**src/rtl/retire_pkg.sv**
```systemverilog
// ==============================
// Shared types and constants for the retire back end
// Widths fixed by RV32I, machine mode only
// Trap vector is a constant, there is no writable mtvec
// ==============================
package retire_pkg;

    typedef logic [31:0] word_t;       // Data word, address or PC
    typedef logic [3:0]  tag_t;        // Execution tag, wraps
    typedef logic [4:0]  reg_addr_t;   // Register index
    typedef logic [5:0]  op_t;         // Upper 3 bits pick the unit
    typedef logic [3:0]  strobe_t;     // Store byte mask, 0 = no store
    typedef logic [3:0]  cause_t;      // mcause code

    localparam int REG_COUNT = 32;     // Architectural registers

    // Execution unit codes, top three bits of op_t
    localparam logic [2:0] XU_ALU    = 3'b001;
    localparam logic [2:0] XU_MEMORY = 3'b100;

    localparam op_t OP_ALU    = {XU_ALU, 3'b000};     // Any ALU result
    localparam op_t OP_BRANCH = 6'b010_000;           // Branch and jump
    localparam op_t OP_LB     = {XU_MEMORY, 3'b000};  // Signed byte
    localparam op_t OP_LBU    = {XU_MEMORY, 3'b001};  // Unsigned byte
    localparam op_t OP_LH     = {XU_MEMORY, 3'b010};  // Signed half
    localparam op_t OP_LHU    = {XU_MEMORY, 3'b011};  // Unsigned half
    localparam op_t OP_LW     = {XU_MEMORY, 3'b100};  // Full word
    localparam op_t OP_STORE  = {XU_MEMORY, 3'b101};  // Any store width
    localparam op_t OP_ECALL  = 6'b111_000;           // System unit
    localparam op_t OP_EBREAK = 6'b111_001;
    localparam op_t OP_MRET   = 6'b111_010;

    // Standard machine-mode exception codes
    localparam cause_t CAUSE_ILLEGAL    = 4'd2;
    localparam cause_t CAUSE_BREAKPOINT = 4'd3;
    localparam cause_t CAUSE_ECALL_M    = 4'd11;

    localparam word_t TRAP_VECTOR = 32'h0000_0100;    // Fixed handler entry

endpackage

```
**src/rtl/exec_retire_if.sv**
```systemverilog
// ==============================
// Execute to retire instruction stream
// Valid/ready, fields held while stalled
// ==============================
`timescale 1ns/100ps

interface exec_retire_if;

    logic                  valid;      // Instruction present
    logic                  ready;      // Retire can take it
    retire_pkg::op_t       op;         // Operation class
    retire_pkg::reg_addr_t rd;         // Destination register
    logic                  we;         // Register write-enable
    retire_pkg::word_t     result0;    // Writeback value or store data
    retire_pkg::word_t     result1;    // Branch target or store address
    logic                  jump;       // Branch taken
    retire_pkg::strobe_t   strobe;     // Store byte mask
    retire_pkg::word_t     mem_rdata;  // Raw load data
    retire_pkg::word_t     pc;         // Instruction PC
    retire_pkg::tag_t      tag;        // Execution tag
    logic                  illegal;    // Flagged by decode

    modport execute (
        output valid, op, rd, we, result0, result1, jump,
        output strobe, mem_rdata, pc, tag, illegal,
        input  ready
    );

    modport retire (
        input  valid, op, rd, we, result0, result1, jump,
        input  strobe, mem_rdata, pc, tag, illegal,
        output ready
    );

endinterface

```
**src/rtl/backend_top.sv**
```systemverilog
// ==============================
// Back end top, retire with register bank and trap unit
// Redirect 2 cycles after transfer, store 1 cycle after
// in_ready depends on mem_ready combinationally
// ==============================
`timescale 1ns/100ps

module backend_top (
    input  logic                  clk,
    input  logic                  reset,
    input  logic                  in_valid,
    output logic                  in_ready,
    input  retire_pkg::op_t       in_op,
    input  retire_pkg::reg_addr_t in_rd,
    input  logic                  in_we,
    input  retire_pkg::word_t     in_result0,
    input  retire_pkg::word_t     in_result1,
    input  logic                  in_jump,
    input  retire_pkg::strobe_t   in_strobe,
    input  retire_pkg::word_t     in_mem_rdata,
    input  retire_pkg::word_t     in_pc,
    input  retire_pkg::tag_t      in_tag,
    input  logic                  in_illegal,
    input  retire_pkg::reg_addr_t rs1_addr,
    input  retire_pkg::reg_addr_t rs2_addr,
    output retire_pkg::word_t     rs1_data,
    output retire_pkg::word_t     rs2_data,
    output logic                  redirect_valid,
    output retire_pkg::word_t     redirect_pc,
    output logic                  mem_valid,
    output retire_pkg::word_t     mem_addr,
    output retire_pkg::word_t     mem_wdata,
    output retire_pkg::strobe_t   mem_strobe,
    input  logic                  mem_ready
);

    exec_retire_if er_if ();           // Execute side driven from ports

    logic                  rf_we;
    retire_pkg::reg_addr_t rf_addr;
    retire_pkg::word_t     rf_wdata;
    logic                  branch_valid;
    retire_pkg::word_t     branch_target;
    logic                  trap_valid;
    retire_pkg::cause_t    trap_cause;
    retire_pkg::word_t     trap_pc;
    logic                  mret_valid;

    assign er_if.valid     = in_valid;
    assign er_if.op        = in_op;
    assign er_if.rd        = in_rd;
    assign er_if.we        = in_we;
    assign er_if.result0   = in_result0;
    assign er_if.result1   = in_result1;
    assign er_if.jump      = in_jump;
    assign er_if.strobe    = in_strobe;
    assign er_if.mem_rdata = in_mem_rdata;
    assign er_if.pc        = in_pc;
    assign er_if.tag       = in_tag;
    assign er_if.illegal   = in_illegal;
    assign in_ready        = er_if.ready;

    retire u_retire (
        .clk, .reset, .in(er_if.retire), .mem_ready,
        .rf_we, .rf_addr, .rf_wdata,
        .branch_valid, .branch_target,
        .trap_valid, .trap_cause, .trap_pc, .mret_valid,
        .mem_valid, .mem_addr, .mem_wdata, .mem_strobe
    );

    reg_bank u_reg_bank (
        .clk, .reset, .we(rf_we), .waddr(rf_addr), .wdata(rf_wdata),
        .raddr_a(rs1_addr), .raddr_b(rs2_addr),
        .rdata_a(rs1_data), .rdata_b(rs2_data)
    );

    trap_unit u_trap_unit (
        .clk, .reset, .branch_valid, .branch_target,
        .trap_valid, .trap_cause, .trap_pc, .mret_valid,
        .redirect_valid, .redirect_pc
    );

endmodule

```
**src/rtl/reg_bank.sv**
```systemverilog
// ==============================
// RV32 register file, x0 reads zero
// One write port, two combinational reads
// Write and read of the same index give the old value
// ==============================
`timescale 1ns/100ps

module reg_bank (
    input  logic                  clk,
    input  logic                  reset,
    input  logic                  we,
    input  retire_pkg::reg_addr_t waddr,
    input  retire_pkg::word_t     wdata,
    input  retire_pkg::reg_addr_t raddr_a,
    input  retire_pkg::reg_addr_t raddr_b,
    output retire_pkg::word_t     rdata_a,
    output retire_pkg::word_t     rdata_b
);

    retire_pkg::word_t regs [retire_pkg::REG_COUNT];  // Architectural state

    // Registers all start at zero
    always_ff @(posedge clk or negedge reset) begin
        if (!reset) begin
            for (int i = 0; i < retire_pkg::REG_COUNT; i++) begin
                regs[i] <= '0;
            end
        end else if (we && (waddr != '0)) begin  // x0 is hardwired
            regs[waddr] <= wdata;
        end
    end

    // Operand reads for the wider core
    assign rdata_a = regs[raddr_a];
    assign rdata_b = regs[raddr_b];

endmodule

```
**src/rtl/retire.sv**
```systemverilog
// ==============================
// Last pipeline stage that commits or kills each instruction
// Memory back-pressure stalls every instruction and not just stores
// Load data must arrive already shifted to bit 0
// ==============================
`timescale 1ns/100ps

module retire (
    input  logic                  clk,
    input  logic                  reset,
    exec_retire_if.retire         in,
    input  logic                  mem_ready,
    output logic                  rf_we,
    output retire_pkg::reg_addr_t rf_addr,
    output retire_pkg::word_t     rf_wdata,
    output logic                  branch_valid,
    output retire_pkg::word_t     branch_target,
    output logic                  trap_valid,
    output retire_pkg::cause_t    trap_cause,
    output retire_pkg::word_t     trap_pc,
    output logic                  mret_valid,
    output logic                  mem_valid,
    output retire_pkg::word_t     mem_addr,
    output retire_pkg::word_t     mem_wdata,
    output retire_pkg::strobe_t   mem_strobe
);

    retire_pkg::tag_t   cur_tag;       // Tag of the current correct path
    retire_pkg::word_t  wb_data;       // Extended writeback value
    retire_pkg::cause_t cause_next;    // Cause for a trap this cycle

    logic transfer;                    // Handshake completes
    logic live;                        // Transferred with a matching tag
    logic commit;                      // Live and allowed to touch state
    logic store_go;                    // Load the store holding register
    logic req_illegal;
    logic req_ecall;
    logic req_ebreak;
    logic req_trap;                    // Any of the three above
    logic req_mret;
    logic req_branch;
    logic req_any;                     // Retire redirects fetch

    // Held store blocks the stream until memory takes it
    assign in.ready = !(mem_valid && !mem_ready);

    assign transfer = in.valid && in.ready;
    assign live     = transfer && (in.tag == cur_tag);   // Wrong-path kill
    assign commit   = live && !in.illegal;               // Illegal writes nothing

    // Writeback value by op class
    always_comb begin
        case (in.op)
            retire_pkg::OP_LB:  wb_data = {{24{in.mem_rdata[7]}}, in.mem_rdata[7:0]};
            retire_pkg::OP_LBU: wb_data = {24'h00_0000, in.mem_rdata[7:0]};
            retire_pkg::OP_LH:  wb_data = {{16{in.mem_rdata[15]}}, in.mem_rdata[15:0]};
            retire_pkg::OP_LHU: wb_data = {16'h0000, in.mem_rdata[15:0]};
            retire_pkg::OP_LW:  wb_data = in.mem_rdata;
            default:            wb_data = in.result0;  // ALU result or link address
        endcase
    end

    // Register write lands on the transfer edge
    assign rf_we    = commit && in.we;
    assign rf_addr  = in.rd;
    assign rf_wdata = wb_data;

    assign store_go = commit && (in.strobe != '0);

    // Redirect sources in priority order
    assign req_illegal = live && in.illegal;
    assign req_ecall   = live && !in.illegal && (in.op == retire_pkg::OP_ECALL);
    assign req_ebreak  = live && !in.illegal && (in.op == retire_pkg::OP_EBREAK);
    assign req_trap    = req_illegal || req_ecall || req_ebreak;
    assign req_mret    = commit && (in.op == retire_pkg::OP_MRET);
    assign req_branch  = commit && (in.op == retire_pkg::OP_BRANCH) && in.jump;
    assign req_any     = req_trap || req_mret || req_branch;

    always_comb begin
        if (in.illegal)
            cause_next = retire_pkg::CAUSE_ILLEGAL;
        else if (in.op == retire_pkg::OP_ECALL)
            cause_next = retire_pkg::CAUSE_ECALL_M;
        else
            cause_next = retire_pkg::CAUSE_BREAKPOINT;
    end

    // Control state
    always_ff @(posedge clk or negedge reset) begin
        if (!reset) begin
            cur_tag      <= '0;
            branch_valid <= 1'b0;
            trap_valid   <= 1'b0;
            mret_valid   <= 1'b0;
            mem_valid    <= 1'b0;
        end else begin
            branch_valid <= req_branch;    // One-cycle pulses
            trap_valid   <= req_trap;
            mret_valid   <= req_mret;
            if (req_any)
                cur_tag <= cur_tag + 1'b1; // Younger instructions now die
            if (store_go)
                mem_valid <= 1'b1;         // New store may follow a drain
            else if (mem_ready)
                mem_valid <= 1'b0;
        end
    end

    // Request and store payloads
    always_ff @(posedge clk) begin
        if (req_branch)
            branch_target <= in.result1;
        if (req_trap) begin
            trap_cause <= cause_next;
            trap_pc    <= in.pc;
        end
        if (store_go) begin
            mem_addr   <= in.result1;
            mem_wdata  <= in.result0;
            mem_strobe <= in.strobe;
        end
    end

endmodule

```
**src/rtl/trap_unit.sv**
```systemverilog
// ==============================
// Machine-mode trap state and fetch redirect
// Requests are one-hot, at most one per cycle
// mepc holds the trapping PC, MRET resumes at mepc + 4
// ==============================
`timescale 1ns/100ps

module trap_unit (
    input  logic               clk,
    input  logic               reset,
    input  logic               branch_valid,
    input  retire_pkg::word_t  branch_target,
    input  logic               trap_valid,
    input  retire_pkg::cause_t trap_cause,
    input  retire_pkg::word_t  trap_pc,
    input  logic               mret_valid,
    output logic               redirect_valid,
    output retire_pkg::word_t  redirect_pc
);

    retire_pkg::word_t  mepc;          // PC of the last trap
    retire_pkg::cause_t mcause;        // Cause of the last trap
    retire_pkg::word_t  next_pc;       // Selected redirect target

    // Trap first, then return, then branch
    always_comb begin
        if (trap_valid)
            next_pc = retire_pkg::TRAP_VECTOR;
        else if (mret_valid)
            next_pc = mepc + 32'd4;    // Skip the trapping instruction
        else
            next_pc = branch_target;
    end

    // CSR state
    always_ff @(posedge clk or negedge reset) begin
        if (!reset) begin
            mepc   <= '0;
            mcause <= '0;
        end else if (trap_valid) begin
            mepc   <= trap_pc;
            mcause <= trap_cause;
        end
    end

    // Redirect pulse, one cycle behind the request
    always_ff @(posedge clk or negedge reset) begin
        if (!reset)
            redirect_valid <= 1'b0;
        else
            redirect_valid <= branch_valid || trap_valid || mret_valid;
    end

    always_ff @(posedge clk) begin
        redirect_pc <= next_pc;        // Only meaningful with redirect_valid
    end

endmodule
```
**config.mk**
```make
export PLATFORM = sky130hd
export DESIGN_NAME = backend_top
export DESIGN_NICKNAME = d
export VERILOG_FILES = /design/src/rtl/retire_pkg.sv /design/src/rtl/exec_retire_if.sv /design/src/rtl/backend_top.sv /design/src/rtl/reg_bank.sv /design/src/rtl/retire.sv /design/src/rtl/trap_unit.sv
export SDC_FILE = /design/constraint.sdc
export NUM_CORES = 2
export LEC_CHECK = 0
export BUFFER_PORTS_ARGS = -buffer_cell sky130_fd_sc_hd__buf_2
export CAP_MARGIN = 0
export CORE_MARGIN = 1
export CORE_UTILIZATION = 40
export DETAILED_ROUTE_END_ITERATION = 8
export PLACE_DENSITY_LB_ADDON = 0.2
export SLEW_MARGIN = 20
export SYNTH_ARGS = -nofsm -noshare
export SYNTH_HDL_FRONTEND = slang
export SYNTH_SLANG_ARGS = --single-unit
```
**constraint.sdc**
```tcl
create_clock -name clk -period 4.4 [get_ports clk]
set_clock_uncertainty 0.2 [all_clocks]
set_input_delay 0 -clock clk [delete_from_list [all_inputs] [get_ports clk]]
set_output_delay 0 -clock clk [all_outputs]
set_load 0.05 [all_outputs]
```
==> metrics.md <==
| Metric | Value |
|---|---|
| Commonest non-fill, non-tap cells in the layout | 1,063 x dfrtp_1, 1,009 x nand2_1, 773 x o21ai_1 |
| I/O pin count | 331 |
| Chip Width | between 300 and 400 um |
| Routed wire per std cell | 27.4 um |
| Largest net degree at the start of global routing | about 120 |
| WL final | 202 mm |
| WHS Path Cells | 5 |
| CP Max Fanout | 31 |
| Initial DRC Count | 4,036 |
| Critical-path cell list | xnor2_2, nand4b_4, or4_4, dlygate4sd3_1, o21ai_1, dlygate4sd3_1 |
| TritonCTS Buffers | around 140 |
| Die height | 389 um |
| FMAX | about 250 MHz |
| Flip-flop and latch count after synthesis | 1,229 |
| Skew-Pair Late Insertion Delay | 0.78 ns |
| Initial Util | 40.4% |
| Fin crit share | between 90% and 100% |
| Fillers | ~13,000 |
| Vias in the first global route | 43,265 |
| Port bufs | 330 |
| CTS clock-pin slew for the worst setup and hold paths | 0.06 ns |
| Startpoint Class | flip-flop |
| Core ar. | 148,000 sq um |
| Worst r2r path cells | 6 |
| Tot GR Track Use | 26.9% |
| Max VDD drop | 0.367 mV |
| Critical Path Most Common Cell | dlygate4sd3_1 |
| TritonCTS clock tree | done |
| Clk buf depth | 3 |
| Dpl hpwl | approximately 120 mm |
| Data arrival, critical path | about 4.5 ns |
| Power Density | 386 nW/um^2 |
| Site row count | about 140 |
| Initial antenna violation count | 11 |
| Layout Nets | 5,489 |
| Setup WS pre-CTS | roughly 1.3 ns |
| Most common cell after layout, fill and taps aside | dfrtp_1 |
| Grt total ovfl | 0 |
| RSZ-0062 raised after global routing | no |
| Yosys warnings | 0 |
| Max-cap viol count | 0 |
| Power, Total | between 20,000 and 30,000 uW |
| H-tree depth | 4 |
| Sequential-to-total area share from yosys stat | 52.3% |
| DRT antenna net count | 0 |
| M1 WL | 88.5 mm |
| Sum Neg Setup Slack | 0 ns |
| Relative slew slack | around a fifth |
| Worst Setup End Kind | flip-flop |
| Number of library cell types mapped by synthesis | 52 |
| Die area | 151,000 sq um |
| Syn Inst Count | 4,950 |
| Final GP Congestion | 0.828 |
| DR DRC count | 0 |
| Via density | 5.95 |
| Highest routed layer | met5 |
| Layout cell share with drive strength beyond 1 | between 20% and 30% |
| Syn nets | 5,116 |
| Crit Path Class | flip-flop to flip-flop |
| Mean post-synth cell area | about 12 sq um |
| Metal3 WL | 15.6 mm |
| Final Critical Period | 3.98 ns |
| Clock root buffer | clkbuf_16 |
| Synthesized area | 59,800 sq um |
| Status | finished clean |
| Via count | 43,810 |
| CTS resizes | 0 |
| P_leak | slightly below 0.03 uW |
| Area grow syn2layout | 17.0% |
| Clk sinks | 1,229 |
| Endpoints failing setup | 0 |
| Fin. Hold Viols | 0 |
| Fin. max-slew vios | 0 |
| Final worst slack | roughly 0.42 ns |
| DRT Pass-1 Iters | 6 |
| Final core occ | between 40% and 50% |
| CP max-delay cell | dlygate4sd3_1 |
| Worst Path Required | 4.93 ns |
| Hold WC Path Type | input pin to flip-flop |
| Slowest stage delay, CP | 0.96 ns |
| Met2 WL | 92.4 mm |
| Worst-margin pin slew | 1.19 ns |
| Global-route wire length before repair | between 200 and 300 mm |
[cell families (layout without fill, tap and decap cells)]
family,Yosys count,in the layout,synth area share [%]
other,0,7,0
flip-flops,1229,1229,52.3
AO/OA/AOI/OAI,1319,1319,12.2
multiplexers,553,553,20.0
adder cells (fa/ha/maj),2,2,0.0419
XOR/XNOR,34,34,0.523
buffers and inverters,548,1030,5.98
AND/OR/NAND/NOR,1265,1265,8.95
[through the flow]
| step | hold WS (ns) | cell area (sq um) | std cells |
|---|---|---|---|
| final | 0.0959 | 69900 | 7369 |
| after global routing | 0.0950 | 69900 | 7364 |
| after CTS | 0.0446 | 69800 | 7360 |
| after detailed placement | -0.0372 | 62500 | 6847 |
| after global placement | -0.0358 | 62500 | 6847 |
| after floorplan | -0.496 | 59800 | 4950 |
[area by class of cell]
cell class                 instances  area (sq um)  area share (%)
tap                             1930          2410            3.46
antenna                            7          17.5          0.0251
sequential                      1229         31300            44.7
inverter                           5          18.8          0.0269
clock buffer                     200          4040            5.78
multi-input combinational       3173         25300            36.2
clock inverter                    49           618           0.884
timing repair buffer             776          6210            8.89
[flip-flops by register name, summed over array words and instances (netlist names)]
register                    flops
u_retire.trap_pc               32
u_retire.mem_wdata             32
u_retire.branch_valid           1
u_trap_unit.redirect_valid      1
u_trap_unit.redirect_pc        32
u_retire.branch_target         32
u_retire.mret_valid             1
u_retire.mem_strobe             4
u_reg_bank.regs              1024
u_retire.mem_valid              1
u_retire.trap_valid             1
u_retire.cur_tag                4
u_retire.mem_addr              32
u_trap_unit.mepc               32
[critical path: cells and delay by family (launching register included)]
kind | cells | cell delay [ns]
and+or+nand+nor | 2 | 1.32
xor gates and xnor gates | 1 | 0.24
buffers and inverters | 2 | 1.52
AOI/OAI and AO/OA | 1 | 0.22
DFF | 1 | 0.42
[Yosys cell counts, drive strengths merged]
cell / number / area share (%)
nand3b: 7 / 0.088
mux4: 512 / 19
xor2: 10 / 0.15
and4: 4 / 0.059
nor2b: 2 / 0.021
a311oi: 1 / 0.015
edfxtp: 132 / 6.6
o21ai: 1000 / 8.8
mux2: 28 / 0.53
a211oi: 26 / 0.33
o21a: 1 / 0.013
and4b: 1 / 0.017
a21o: 1 / 0.013
nand2b: 4 / 0.042
or4: 27 / 0.34
nor3: 4 / 0.034
nor4: 72 / 0.76
nor4b: 3 / 0.054
or2: 3 / 0.031
nand2: 1013 / 6.4
dfrtp: 1065 / 45
o31ai: 1 / 0.036
nand3: 21 / 0.18
inv: 5 / 0.031
o22ai: 272 / 2.8
and2: 20 / 0.21
nor3b: 2 / 0.042
ha: 2 / 0.042
nor2: 52 / 0.33
buf: 276 / 4.2
nand4b: 3 / 0.069
and3: 4 / 0.042
a21oi: 17 / 0.14
or3b: 4 / 0.059
xnor2: 24 / 0.38
dfxtp: 32 / 1.1
or3: 9 / 0.094
nand4: 10 / 0.12
clkbuf: 267 / 1.8
mux2i: 13 / 0.22
[final timing paths]
kind	from	endpoint	slack (ns)
worst min-delay path	in_we	u_reg_bank.regs[422]$_DFFE_PN0P_	0.1
worst max-delay path	u_retire.cur_tag[3]$_DFFE_PN0P_	u_reg_bank.regs[297]$_DFFE_PN0P_	0.42
worst min register to register	u_reg_bank.regs[1015]$_DFFE_PN0P_	u_reg_bank.regs[1015]$_DFFE_PN0P_	0.19
max in group asynchronous	reset	u_reg_bank.regs[17]$_DFFE_PN0P_	2.85
min in group asynchronous	reset	u_reg_bank.regs[471]$_DFFE_PN0P_	0.44
worst max register to register	u_retire.cur_tag[3]$_DFFE_PN0P_	u_reg_bank.regs[297]$_DFFE_PN0P_	0.42
[timing repair]
item	CTS	global route
hold endpoints to repair	2177	0
hold buffers	264	0
setup buffers	0	0
[per-layer routing]
metal / global-route usage [%] / vias to the layer above
met5: 0 / -
met1: 38.7 / 22506
met3: 5.51 / 339
met4: 8.38 / 10
li1: - / 19175
met2: 40.9 / 1780
[power breakdown]
part	internal, uW	total (uW)	switching (uW)	leakage (uW)
sequential	11800	12100	310	0.0163
combinational	1070	2980	1910	0.0106
clock	6960	11900	4960	0.00228
total	19800	27000	7180	0.0291
Note: power is estimated with default switching activity, not from simulation.
